===== src/logic/ru_consts.svh =====
// core codes and the boot table are fixed for the remote-update core and need a rebuild to change
`ifndef RU_CONSTS_SVH
`define RU_CONSTS_SVH

// ============================================================
// widths
// ============================================================
`define RU_CTRL_W   3  // host control code
`define RU_PARAM_W  3  // core parameter select
`define RU_DATA_W   32 // core data bus
`define RU_STEP_W   3  // boot step counter
`define RU_STATE_W  3  // boot sequencer state
`define RU_SETTLE_W 2  // busy round trip guard
`define RU_TIMER_W  8  // reset-timer counter

// host control codes, anything else decodes to nothing
`define RU_CTRL_IDLE     3'd0
`define RU_CTRL_READ     3'd1 // strobe on step out of idle
`define RU_CTRL_WRITE    3'd2 // strobe on step out of idle
`define RU_CTRL_RESET    3'd4 // level
`define RU_CTRL_ABORT    3'd5 // only looked at during the boot window
`define RU_CTRL_RECONFIG 3'd7 // level

// ============================================================
// boot table
// ============================================================
`define RU_BOOT_STEPS   3'd4
`define RU_BOOT_PARAM_0 3'd5 // config mode
`define RU_BOOT_PARAM_1 3'd4 // image start address
`define RU_BOOT_PARAM_2 3'd2 // watchdog timeout
`define RU_BOOT_PARAM_3 3'd3 // watchdog enable
`define RU_BOOT_DATA_0  32'h0000_0001 // application mode
`define RU_BOOT_DATA_1  32'h0200_0000 // application image in flash
`define RU_BOOT_DATA_2  32'h0000_1FFF
`define RU_BOOT_DATA_3  32'h0000_0001

`define RU_BOOT_WAIT_DEFAULT 32'd125000000 // about one second of core clock
`define RU_BUSY_SETTLE       2'd3 // strobe reg + core + busy sync latency

// boot sequencer states
`define RU_ST_INIT      3'd0 // core held in reset, window open
`define RU_ST_LOAD      3'd1
`define RU_ST_STROBE_HI 3'd2
`define RU_ST_STROBE_LO 3'd3
`define RU_ST_BUSY_WAIT 3'd4
`define RU_ST_DONE      3'd5
`define RU_ST_RECONFIG  3'd6 // final
`define RU_ST_USER      3'd7 // final, host owns the core

`endif


===== src/logic/ru_pkg.sv =====
// field order of each bundle is fixed; the testbench packs and unpacks with the same types
`include "ru_consts.svh"

package ru_pkg;

	// ============================================================
	// command into the control path
	// ============================================================
	// same shape whether it comes from the host or the boot table
	typedef struct packed {
		logic [`RU_CTRL_W-1:0]  ctrl;  // control code
		logic [`RU_PARAM_W-1:0] param; // parameter select
		logic [`RU_DATA_W-1:0]  data;  // write data
	} ru_cmd_t;

	// ============================================================
	// core side
	// ============================================================
	// request toward the remote-update core
	typedef struct packed {
		logic                   reset;       // level, active high
		logic                   read_param;  // one cycle strobe
		logic                   write_param; // one cycle strobe
		logic                   reconfig;    // level, starts reload
		logic                   reset_timer; // watchdog kick
		logic [`RU_PARAM_W-1:0] param;
		logic [`RU_DATA_W-1:0]  data_in;
	} ru_req_t;

	// response from the core
	typedef struct packed {
		logic                  busy;     // high while a param access runs
		logic [`RU_DATA_W-1:0] data_out; // valid once busy drops
	} ru_rsp_t;

endpackage


===== src/logic/ru_boot_seq.sv =====
// abort is only honoured while the window is open; the chosen mode holds until rst_n, and a sensible boot_wait is at least 4
`include "ru_consts.svh"

module ru_boot_seq #(
	parameter logic [31:0] boot_wait = `RU_BOOT_WAIT_DEFAULT // window in clock_rd2 cycles
) (
	input  logic                  clock_rd2,
	input  logic                  rst_n,
	input  logic [`RU_CTRL_W-1:0] user_ctrl,
	input  logic                  core_idle,
	output ru_pkg::ru_cmd_t       boot_cmd,
	output logic                  host_mode
);

	// ============================================================
	// registers
	// ============================================================
	logic [`RU_STATE_W-1:0]  state, state_nxt;
	logic [31:0]             wait_cnt;         // boot window
	logic [`RU_STEP_W-1:0]   step_cnt;         // boot write index
	logic [`RU_SETTLE_W-1:0] settle_cnt;       // cycles spent in busy wait
	logic [`RU_CTRL_W-1:0]   ctrl_q2, ctrl_q3; // abort sync
	logic                    abort_seen;
	logic                    window_done;
	logic                    settled;
	logic [`RU_CTRL_W-1:0]   boot_ctrl;
	logic [`RU_PARAM_W-1:0]  boot_param;
	logic [`RU_DATA_W-1:0]   boot_data;

	assign abort_seen  = (ctrl_q3 == `RU_CTRL_ABORT);
	assign window_done = (wait_cnt >= boot_wait - 32'd1);
	// busy from the core shows up here a few cycles after our strobe
	assign settled     = (settle_cnt == `RU_BUSY_SETTLE);

	// host code is a level from outside, two flops before use
	always_ff @(posedge clock_rd2) begin
		if (!rst_n) begin
			ctrl_q2 <= `RU_CTRL_IDLE;
			ctrl_q3 <= `RU_CTRL_IDLE;
		end else begin
			ctrl_q2 <= user_ctrl;
			ctrl_q3 <= ctrl_q2;
		end
	end

	always_ff @(posedge clock_rd2) begin
		if (!rst_n) begin
			state      <= `RU_ST_INIT;
			wait_cnt   <= '0;
			step_cnt   <= '0;
			settle_cnt <= '0;
		end else begin
			state <= state_nxt;
			if (state == `RU_ST_INIT) begin
				wait_cnt <= wait_cnt + 32'd1; // frozen once out of init
			end
			if (state == `RU_ST_DONE) begin
				step_cnt <= step_cnt + 1'b1; // next table row
			end
			if (state != `RU_ST_BUSY_WAIT) begin
				settle_cnt <= '0;
			end else if (!settled) begin
				settle_cnt <= settle_cnt + 1'b1;
			end
		end
	end

	// ============================================================
	// next state
	// ============================================================
	always_comb begin
		state_nxt = state;
		case (state)
			`RU_ST_INIT: begin
				if (abort_seen) begin
					state_nxt = `RU_ST_USER; // abort wins over window end
				end else if (window_done) begin
					state_nxt = `RU_ST_LOAD;
				end
			end
			`RU_ST_LOAD:      state_nxt = `RU_ST_STROBE_HI;
			`RU_ST_STROBE_HI: state_nxt = `RU_ST_STROBE_LO; // write code for one cycle
			`RU_ST_STROBE_LO: state_nxt = `RU_ST_BUSY_WAIT; // back to idle, arms next edge
			`RU_ST_BUSY_WAIT: begin
				if (settled && core_idle) begin
					state_nxt = `RU_ST_DONE;
				end
			end
			`RU_ST_DONE: begin
				if (step_cnt >= `RU_BOOT_STEPS - 3'd1) begin
					state_nxt = `RU_ST_RECONFIG; // last row written
				end else begin
					state_nxt = `RU_ST_LOAD;
				end
			end
			default: state_nxt = state; // reconfig and user hold
		endcase
	end

	// control code follows the state
	always_comb begin
		case (state)
			`RU_ST_INIT:      boot_ctrl = `RU_CTRL_RESET;
			`RU_ST_STROBE_HI: boot_ctrl = `RU_CTRL_WRITE;
			`RU_ST_RECONFIG:  boot_ctrl = `RU_CTRL_RECONFIG;
			default:          boot_ctrl = `RU_CTRL_IDLE;
		endcase
	end

	// boot table, row picked by step
	always_comb begin
		case (step_cnt)
			3'd0: begin
				boot_param = `RU_BOOT_PARAM_0;
				boot_data  = `RU_BOOT_DATA_0;
			end
			3'd1: begin
				boot_param = `RU_BOOT_PARAM_1;
				boot_data  = `RU_BOOT_DATA_1;
			end
			3'd2: begin
				boot_param = `RU_BOOT_PARAM_2;
				boot_data  = `RU_BOOT_DATA_2;
			end
			default: begin
				boot_param = `RU_BOOT_PARAM_3; // also seen while reconfig holds
				boot_data  = `RU_BOOT_DATA_3;
			end
		endcase
	end

	assign boot_cmd  = '{ctrl: boot_ctrl, param: boot_param, data: boot_data};
	assign host_mode = (state == `RU_ST_USER);

	// a load past the table end would replay row 3 and skip reconfig
	a_step_in_table : assert property (@(posedge clock_rd2) disable iff (!rst_n)
		(state == `RU_ST_LOAD) |-> (step_cnt <= 3'd3));

endmodule


===== src/logic/ru_cmd_ctrl.sv =====
// host code must pass through idle between accesses; there is no back-pressure, so the host waits on busy itself
`include "ru_consts.svh"

module ru_cmd_ctrl (
	input  logic            clock_rd2,
	input  logic            rst_n,
	input  ru_pkg::ru_cmd_t user_cmd,
	input  ru_pkg::ru_cmd_t boot_cmd,
	input  logic            host_mode,
	output ru_pkg::ru_req_t core_req
);
	import ru_pkg::*;

	ru_cmd_t                sel_cmd;            // command in charge this cycle
	logic [`RU_CTRL_W-1:0]  ctrl_q, ctrl_last;  // stage 1 and the one before
	logic [`RU_PARAM_W-1:0] param_q, param_q2;
	logic [`RU_DATA_W-1:0]  data_q, data_q2;
	logic                   reset_q;
	logic                   read_q;
	logic                   write_q;
	logic                   reconfig_q;
	logic [`RU_TIMER_W-1:0] timer_cnt;          // free running

	// boot table owns the core until the sequencer hands it over
	assign sel_cmd = host_mode ? user_cmd : boot_cmd;

	// ============================================================
	// stage 1
	// ============================================================
	always_ff @(posedge clock_rd2) begin
		if (!rst_n) begin
			ctrl_q <= `RU_CTRL_RESET; // matches the sequencer's init code
		end else begin
			ctrl_q <= sel_cmd.ctrl;
		end
	end

	always_ff @(posedge clock_rd2) begin
		param_q <= sel_cmd.param;
		data_q  <= sel_cmd.data;
	end

	// ============================================================
	// stage 2, decode against previous code
	// ============================================================
	always_ff @(posedge clock_rd2) begin
		if (!rst_n) begin
			ctrl_last  <= `RU_CTRL_RESET;
			reset_q    <= 1'b1; // core held in reset from the start
			read_q     <= 1'b0;
			write_q    <= 1'b0;
			reconfig_q <= 1'b0;
		end else begin
			ctrl_last  <= ctrl_q;
			reset_q    <= (ctrl_q == `RU_CTRL_RESET);
			read_q     <= (ctrl_q == `RU_CTRL_READ) && (ctrl_last == `RU_CTRL_IDLE);
			write_q    <= (ctrl_q == `RU_CTRL_WRITE) && (ctrl_last == `RU_CTRL_IDLE);
			reconfig_q <= (ctrl_q == `RU_CTRL_RECONFIG); // held as long as code is 7
		end
	end

	// payload lines up with the strobes
	always_ff @(posedge clock_rd2) begin
		param_q2 <= param_q;
		data_q2  <= data_q;
	end

	// watchdog kick, long high and low halves so the core sees it
	always_ff @(posedge clock_rd2) begin
		if (!rst_n) begin
			timer_cnt <= '0;
		end else begin
			timer_cnt <= timer_cnt + 1'b1;
		end
	end

	always_comb begin
		core_req.reset       = reset_q;
		core_req.read_param  = read_q;
		core_req.write_param = write_q;
		core_req.reconfig    = reconfig_q;
		core_req.reset_timer = timer_cnt[`RU_TIMER_W-1];
		core_req.param       = param_q2;
		core_req.data_in     = data_q2;
	end

	a_one_strobe : assert property (@(posedge clock_rd2) disable iff (!rst_n)
		!(core_req.read_param && core_req.write_param));

endmodule


===== src/logic/ru_readback.sv =====
// core data_out must stay stable for three cycles after busy falls, and the first fall after rst_n is what gets captured
`include "ru_consts.svh"

module ru_readback (
	input  logic                  clock_rd2,
	input  logic                  rst_n,
	input  ru_pkg::ru_rsp_t       core_rsp,
	output logic [`RU_DATA_W-1:0] ru_data_out,
	output logic                  core_idle
);

	logic [2:0]            busy_sh;   // [0] newest sample
	logic                  busy_fall; // older pair shows 1 then 0
	logic [`RU_DATA_W-1:0] data_q;

	// ============================================================
	// busy sync and edge
	// ============================================================
	always_ff @(posedge clock_rd2) begin
		if (!rst_n) begin
			busy_sh <= '0;
		end else begin
			busy_sh <= {busy_sh[1:0], core_rsp.busy};
		end
	end

	assign busy_fall = (busy_sh[2:1] == 2'b10);
	assign core_idle = (busy_sh[2:1] == 2'b00); // both settled samples low

	// capture on the fall, hold until the next one
	always_ff @(posedge clock_rd2) begin
		if (!rst_n) begin
			data_q <= '0;
		end else if (busy_fall) begin
			data_q <= core_rsp.data_out;
		end
	end

	assign ru_data_out = data_q;

endmodule


===== src/logic/ru_top.sv =====
// the core runs on clock_rd2 too, and the default boot_wait is far too long for simulation
`include "ru_consts.svh"

module ru_top #(
	parameter logic [31:0] boot_wait = `RU_BOOT_WAIT_DEFAULT // cycles before auto boot
) (
	input  logic                  clock_rd2,
	input  logic                  rst_n,
	input  ru_pkg::ru_cmd_t       user_cmd, // host levels
	input  ru_pkg::ru_rsp_t       core_rsp,
	output ru_pkg::ru_req_t       core_req,
	output logic [`RU_DATA_W-1:0] ru_data_out
);
	import ru_pkg::*;

	ru_cmd_t boot_cmd;  // sequencer command
	logic    host_mode; // host owns the core
	logic    core_idle; // busy settled low

	// ============================================================
	// boot sequencer
	// ============================================================
	ru_boot_seq #(
		.boot_wait (boot_wait)
	) u_boot_seq (
		.clock_rd2 (clock_rd2),
		.rst_n     (rst_n),
		.user_ctrl (user_cmd.ctrl), // only the abort code matters here
		.core_idle (core_idle),
		.boot_cmd  (boot_cmd),
		.host_mode (host_mode)
	);

	// command select and strobe decode
	ru_cmd_ctrl u_cmd_ctrl (
		.clock_rd2 (clock_rd2),
		.rst_n     (rst_n),
		.user_cmd  (user_cmd),
		.boot_cmd  (boot_cmd),
		.host_mode (host_mode),
		.core_req  (core_req)
	);

	// read data capture
	ru_readback u_readback (
		.clock_rd2   (clock_rd2),
		.rst_n       (rst_n),
		.core_rsp    (core_rsp),
		.ru_data_out (ru_data_out),
		.core_idle   (core_idle)
	);

endmodule


===== config.mk =====
export PLATFORM = sky130hd
export DESIGN_NAME = ru_top
export DESIGN_NICKNAME = d
export VERILOG_FILES = /design/src/logic/ru_pkg.sv /design/src/logic/ru_boot_seq.sv /design/src/logic/ru_cmd_ctrl.sv /design/src/logic/ru_readback.sv /design/src/logic/ru_top.sv
export VERILOG_INCLUDE_DIRS = /design/src /design/src/logic
export SDC_FILE = /design/constraint.sdc
export NUM_CORES = 1
export LEC_CHECK = 0
export CORE_UTILIZATION = 66
export DETAILED_ROUTE_END_ITERATION = 6
export DONT_BUFFER_PORTS = 1
export MAX_ROUTING_LAYER = met4
export PLACE_DENSITY = 0.78
export SYNTH_ARGS = -nofsm -noshare
export SYNTH_HDL_FRONTEND = slang
export SYNTH_SLANG_ARGS = --single-unit

===== constraint.sdc =====
create_clock -name clock_rd2 -period 4.75 [get_ports clock_rd2]
set_clock_uncertainty 0.05 [all_clocks]
set_input_delay 0.475 -clock clock_rd2 [delete_from_list [all_inputs] [get_ports clock_rd2]]
set_output_delay 0.475 -clock clock_rd2 [all_outputs]
set_load 0.01 [all_outputs]

Word level (Yosys, flattened, before mapping)
Cells that the tools add are included.
{ "op_classes": {"bitwise_logic": 1, "n_mux": 9, "n_eq_ne": 19, "n_addsub": 4, "magnitude_cmp": 2, "reduce_logical": 10} }
{ "ops": {"columns": ["op", "count"], "rows": [
  ["$pmux 26 s2", 1],
  ["$mux 38", 1],
  ["$add 32x1->32 const B", 1],
  ["$ge 32x27->1 const B", 1],
  ["$eq 3x3->1 const B", 7],
  ["$pmux 3 s3", 2],
  ["$pmux 3 s6", 1],
  ["$eq 3x2->1 const B", 4],
  ["$mux 3", 4],
  ["$eq 3x1->1 const B", 3],
  ["$logic_not 3->1", 3],
  ["$add 8x1->8 const B", 1],
  ["$reduce_bool 6->1", 1],
  ["$eq 2x2->1 const B", 2],
  ["$add 3x1->3 const B", 1],
  ["$ge 3x2->1 const B", 1],
  ["$logic_and 1x1->1", 3],
  ["$ne 3x1->1 const B", 1],
  ["$ne 3x3->1 const B", 1],
  ["$reduce_and 3->1", 1],
  ["$add 2x1->2 const B", 1],
  ["$logic_not 2->1", 1],
  ["$ne 2x1->1 const B", 1],
  ["$reduce_or 2->1", 1],
  ["$not 1->1", 1]
]} }
{ "totals": {"output_inout_bits": 72, "in_bits": 73, "ff_bits": 169} }

Logic depth before layout (Yosys ltp)
{ "logic_depth": {"ltp_word": 4, "mapped_depth": 8} }

By module
From an unflattened synthesis, not the netlist that was laid out.
{ "unflattened": {"hier_cells": 622, "area_unflattened_um2": 6439.9} }
{ "by_module_without_submodules": {"columns": ["mod", "cells_per_inst", "seq_area_each_um2", "instances", "area_each_um2"], "rows": [
  ["ru_boot_seq", 301, 920.9, 1, 2524.9],
  ["ru_cmd_ctrl", 174, 1761.7, 1, 2508.7],
  ["ru_readback", 147, 700.7, 1, 1406.3]
]} }

Worst setup path after synthesis
OpenSTA, ideal clock, no wires.
{ "synth_path": {"path_type": "flip-flop to flip-flop", "startpoint": "reg u_boot_seq.state[2]", "endpoint": "reg u_boot_seq.wait_cnt[30]", "n_path_buf": 3, "stages_incl_launch_ff": 8, "t_arrival_ns": 2.056, "slack_ns": 2.574, "period_less_slack_ns": 2.176, "setup_ns": 0.070, "path_cell_list": "dfxtp_1 buf_6 or3_1 buf_2 or4_4 buf_6 or4_1 a21oi_1"} }
{ "synth_via": {"elab_chain_len": 1} }
{ "synth_rtl": {"columns": ["element", "line", "rtl"], "rows": [
  ["from (decl)", "ru_boot_seq.sv:18", "logic [`RU_STATE_W-1:0] state, state_nxt;"],
  ["from (signal assigned)", "ru_boot_seq.sv:48", "state <= `RU_ST_INIT;"],
  ["from (signal assigned)", "ru_boot_seq.sv:53", "state <= state_nxt;"],
  ["$logic_not 3->1 (no line)", null, null],
  ["to (signal assigned)", "ru_boot_seq.sv:55", "wait_cnt <= wait_cnt + 32'd1;"],
  ["to (decl)", "ru_boot_seq.sv:19", "logic [31:0] wait_cnt;"]
]} }
Every way passes these cells.
A chain may end at the register's enable or synchronous reset.

Worst setup path after layout
{ "layout_path": {"startpoint": "reg u_boot_seq.state[1]", "endpoint": "reg u_boot_seq.wait_cnt[22]"} }
Same word-level chain as after synthesis.

==> summary.json <==
{
  "hold-worst-slack": {"value": 24.2, "unit": "ps"},
  "cts-root-to-sink-buffers": {"value": 2},
  "setup-tns-final": {"value": 0, "unit": "ps"},
  "rsz0062_at_grt": {"value": "false"},
  "cts_resized": {"value": 0},
  "max_slew_violation_count": {"value": 0},
  "drive_above_1_share": {"value": 6.28, "unit": "%"},
  "p_per_area": {"value": 449, "unit": "nW/um^2"},
  "worst_setup_path_end_kind": {"value": "flip-flop"},
  "crit_path_start_kind": {"value": "flip-flop"},
  "fillCellCount": {"value": 542},
  "firstDrtPassIters": {"value": 5},
  "synth_async_sr_flop_share": {"value": 0, "unit": "%"},
  "synth_area_per_cell": {"value": 9.67, "unit": "sq um"},
  "wire_length_reported_by_the_detailed_router": {"value": 11.1, "unit": "mm"},
  "synth.largest_area_cell": {"value": "dfxtp_1"},
  "worst_ir_drop_vdd": {"value": 270, "unit": "uV"},
  "die_area": {"value": 9090, "unit": "sq um"},
  "synth_fp_nets": {"value": 676},
  "worst_path_largest_cell_delay": {"value": 650, "unit": "ps"},
  "hold_path_class": {"value": "in -> reg"},
  "yosysSeqAreaShare": {"value": 58.8, "unit": "%"},
  "fmax": {"value": 399, "unit": "MHz"},
  "max-slew-margin-rel": {"value": 20.1, "unit": "%"},
  "netlist_area": {"value": 5750, "unit": "sq um"},
  "setup-violations-final": {"value": 0},
  "num_io_pins": {"value": 145},
  "most_frequent_cell_after_synthesis": {"value": "dfxtp_1"},
  "fin_nets": {"value": 673},
  "layout_worst_path_cycle_share": {"value": 52.7, "unit": "%"},
  "syn_to_final_growth": {"value": 12.3, "unit": "%"},
  "timing.critical_path.fanout_max": {"value": 22},
  "remaining_drc_errors": {"value": 0},
  "finish.cell_count_without_fillers": {"value": 712},
  "total_global_route_track_usage": {"value": 25.0, "unit": "%"},
  "global_route_wire_length_before_repair": {"value": 16.9, "unit": "mm"},
  "synth_top_area_share": {"value": 58.8, "unit": "%"},
  "total_leakage_power": {"value": 2.41, "unit": "nW"},
  "wl_per_cell": {"value": 15.6, "unit": "microns"},
  "total_number_of_placement_rows": {"value": 33},
  "path_buf_inv": {"value": 0},
  "tritoncts": {"value": "done"},
  "route.detailed.vias_per_inst": {"value": 5.78},
  "required": {"value": 5150, "unit": "ps"},
  "clkTransAtPathRegs": {"value": 70, "unit": "ps"},
  "clock-sinks": {"value": 169},
  "synthDistinctLibCells": {"value": 43},
  "numCtsBuffers": {"value": 17},
  "gp_congestion": {"value": 0.791},
  "root_buffer": {"value": "clkbuf_8"},
  "final_util": {"value": 77.4, "unit": "%"},
  "multi_input_area": {"value": 2140, "unit": "sq um"},
  "post-dp-hpwl": {"value": 6.76, "unit": "mm"},
  "synth_common_cells": {"value": "169 x dfxtp_1, 86 x nand2_1, 60 x a21oi_1"},
  "yosysWarningCount": {"value": 0},
  "buffer_ports.inserted": {"value": 0},
  "drv.max_cap_violation_count": {"value": 0},
  "chipHeight": {"value": 95.4, "unit": "microns"},
  "dpl_worst_slack": {"value": 2310, "unit": "ps"},
  "cpLargestDelayFamily": {"value": "simple AND/OR/NAND/NOR gates"},
  "core-area": {"value": 8340, "unit": "sq um"},
  "ys_seq_elements": {"value": 169},
  "detail_route.iter0.violations": {"value": 132},
  "total_power": {"value": 2.90, "unit": "mW"},
  "most_instantiated_flip_flop_cell_in_the_synthesis_netlist": {"value": "dfxtp_1"},
  "dieWidth": {"value": 95.4, "unit": "microns"},
  "cts-htree-levels": {"value": 4},
  "count_of_antenna_violating_nets_left_after_detailed_routing": {"value": 0},
  "dp.cells": {"value": 662},
  "first_global_vias": {"value": 3686},
  "fin_area": {"value": 6460, "unit": "sq um"},
  "layout.area.seq": {"value": 3380, "unit": "sq um"},
  "clkLatencyLatePin": {"value": 520, "unit": "ps"},
  "grt_start_max_net_pins": {"value": 70},
  "final-hold-violation-count": {"value": 0},
  "detailed_place.area": {"value": 5710, "unit": "sq um"},
  "floorplan.initialDensity": {"value": 69.0, "unit": "%"},
  "cell_with_the_biggest_individual_delay_on_the_critical_path": {"value": "or4_4"},
  "smallest_setup_slack_after_layout": {"value": 2240, "unit": "ps"},
  "grt_remaining_overflow": {"value": 0},
  "outcome": {"value": "complete, no violations"},
  "grt_antenna_before_repair": {"value": 0},
  "worst_slew_pin_slew": {"value": 1200, "unit": "ps"},
  "critical_path_class": {"value": "reg -> reg"},
  "via_count": {"value": 4118},
  "worst-endpoint-arrival": {"value": 2900, "unit": "ps"},
  "synth_edf_count": {"value": 0},
  "syn_inst": {"value": 595},
  "final.min_clock_period": {"value": 2510, "unit": "ps"},
  "path_cells": {"value": "or3_1 -> or4_4 -> or4_1 -> a21oi_1"},
  "synth_top_cells_by_area": {"value": "dfxtp_1 59%, nand2_1 5.6%, a21oi_1 5.2%"}
}
[where the power goes]
part	total [mW]	switching, mW	internal (mW)
clock network	1.29	0.602	0.688
logic	0.109	0.0577	0.0515
registers	1.50	0.0458	1.45
total	2.90	0.706	2.19
[state kept, by name, indices dropped and copies added (netlist names), 2 cells and up]
| register | count |
|---|---|
| u_boot_seq.state | 3 |
| u_boot_seq.ctrl_q3 | 3 |
| u_boot_seq.step_cnt | 3 |
| u_boot_seq.ctrl_q2 | 3 |
| u_cmd_ctrl.param_q2 | 3 |
| u_cmd_ctrl.param_q | 3 |
| u_cmd_ctrl.data_q2 | 32 |
| u_cmd_ctrl.ctrl_last | 3 |
| u_cmd_ctrl.timer_cnt | 8 |
| u_boot_seq.wait_cnt | 32 |
| u_readback.busy_sh | 3 |
| u_cmd_ctrl.data_q | 32 |
| u_boot_seq.settle_cnt | 2 |
| u_readback.ru_data_out | 32 |
| u_cmd_ctrl.ctrl_q | 3 |
[timing repair]
item                      CTS  global route
hold endpoints to repair    6            10
hold buffers                5            11
setup buffers               0             0
[per-layer routing]
| metal | routed length (microns) | global-route usage (%) | vias up |
|---|---|---|---|
| met2 | 5720 | 42.3 | 128 |
| met5 | 0 | - | - |
| met4 | 128 | 11.0 | 0 |
| li1 | - | - | 2041 |
| met3 | 661 | 8.69 | 13 |
| met1 | 4590 | 26.4 | 1936 |
[layout by cell type (no fill, tap or decap), types with 4 or more instances in the layout]
cell type | Yosys | layout
dlygate4sd3_1 | 0 | 16
a21oi_1 | 60 | 60
clkinv_8 | 0 | 4
nor3_1 | 5 | 5
dfxtp_1 | 169 | 169
or3_1 | 13 | 13
xor2_1 | 8 | 8
and3_1 | 6 | 6
o31ai_1 | 12 | 12
a31oi_1 | 4 | 4
xnor2_1 | 9 | 9
and2_1 | 30 | 30
nand4_1 | 9 | 9
o21ai_0 | 15 | 15
nand2_1 | 86 | 86
or4_1 | 13 | 13
inv_1 | 13 | 12
nor2_1 | 29 | 29
ha_1 | 8 | 8
clkbuf_16 | 0 | 16
clkinv_4 | 0 | 4
nand3_1 | 18 | 18
nor4_1 | 6 | 6
nand2b_1 | 4 | 4
and4_1 | 4 | 4
a21o_1 | 12 | 12
[worst register-to-register path, stage by stage, from the launching register on]
cell and delay, ps:
dfxtp_1 480, or3_1 550, or4_4 650, or4_1 560
a21oi_1 150
[kinds of logic (layout without fill, tap and decap cells)]
group | after synthesis | after routing | synth area share, %
compound gates | 113 | 113 | 11.6
xor+xnor | 17 | 17 | 2.59
fa+ha+maj | 8 | 8 | 1.74
buf+inv | 52 | 62 | 4.02
flops | 169 | 169 | 58.8
mux | 3 | 3 | 0.522
other cells | 0 | 2 | 0
simple gates | 233 | 233 | 20.7
[final timing paths]
check | end | startpoint | slack (ps) | cells after the start
max | u_boot_seq.wait_cnt[22] | u_boot_seq.state[1] | 2240 | 4
min | u_cmd_ctrl.data_q[29] | user_cmd[29] | 20 | 1
max reg2reg | u_boot_seq.wait_cnt[22] | u_boot_seq.state[1] | 2240 | 4
min reg2reg | u_cmd_ctrl.data_q2[12] | u_cmd_ctrl.data_q[12] | 280 | 0
[area by class of cell]
class	instances	area share, %
inverters	13	0.756
multi-input cells	374	33.1
flip-flops and latches	169	52.4
repair buffers	17	2.60
clock buffers	18	6.63
diodes	2	0.0775
clock inverters	14	2.38
well taps	105	2.03
No activity file was read; power rests on OpenSTA's default activity.
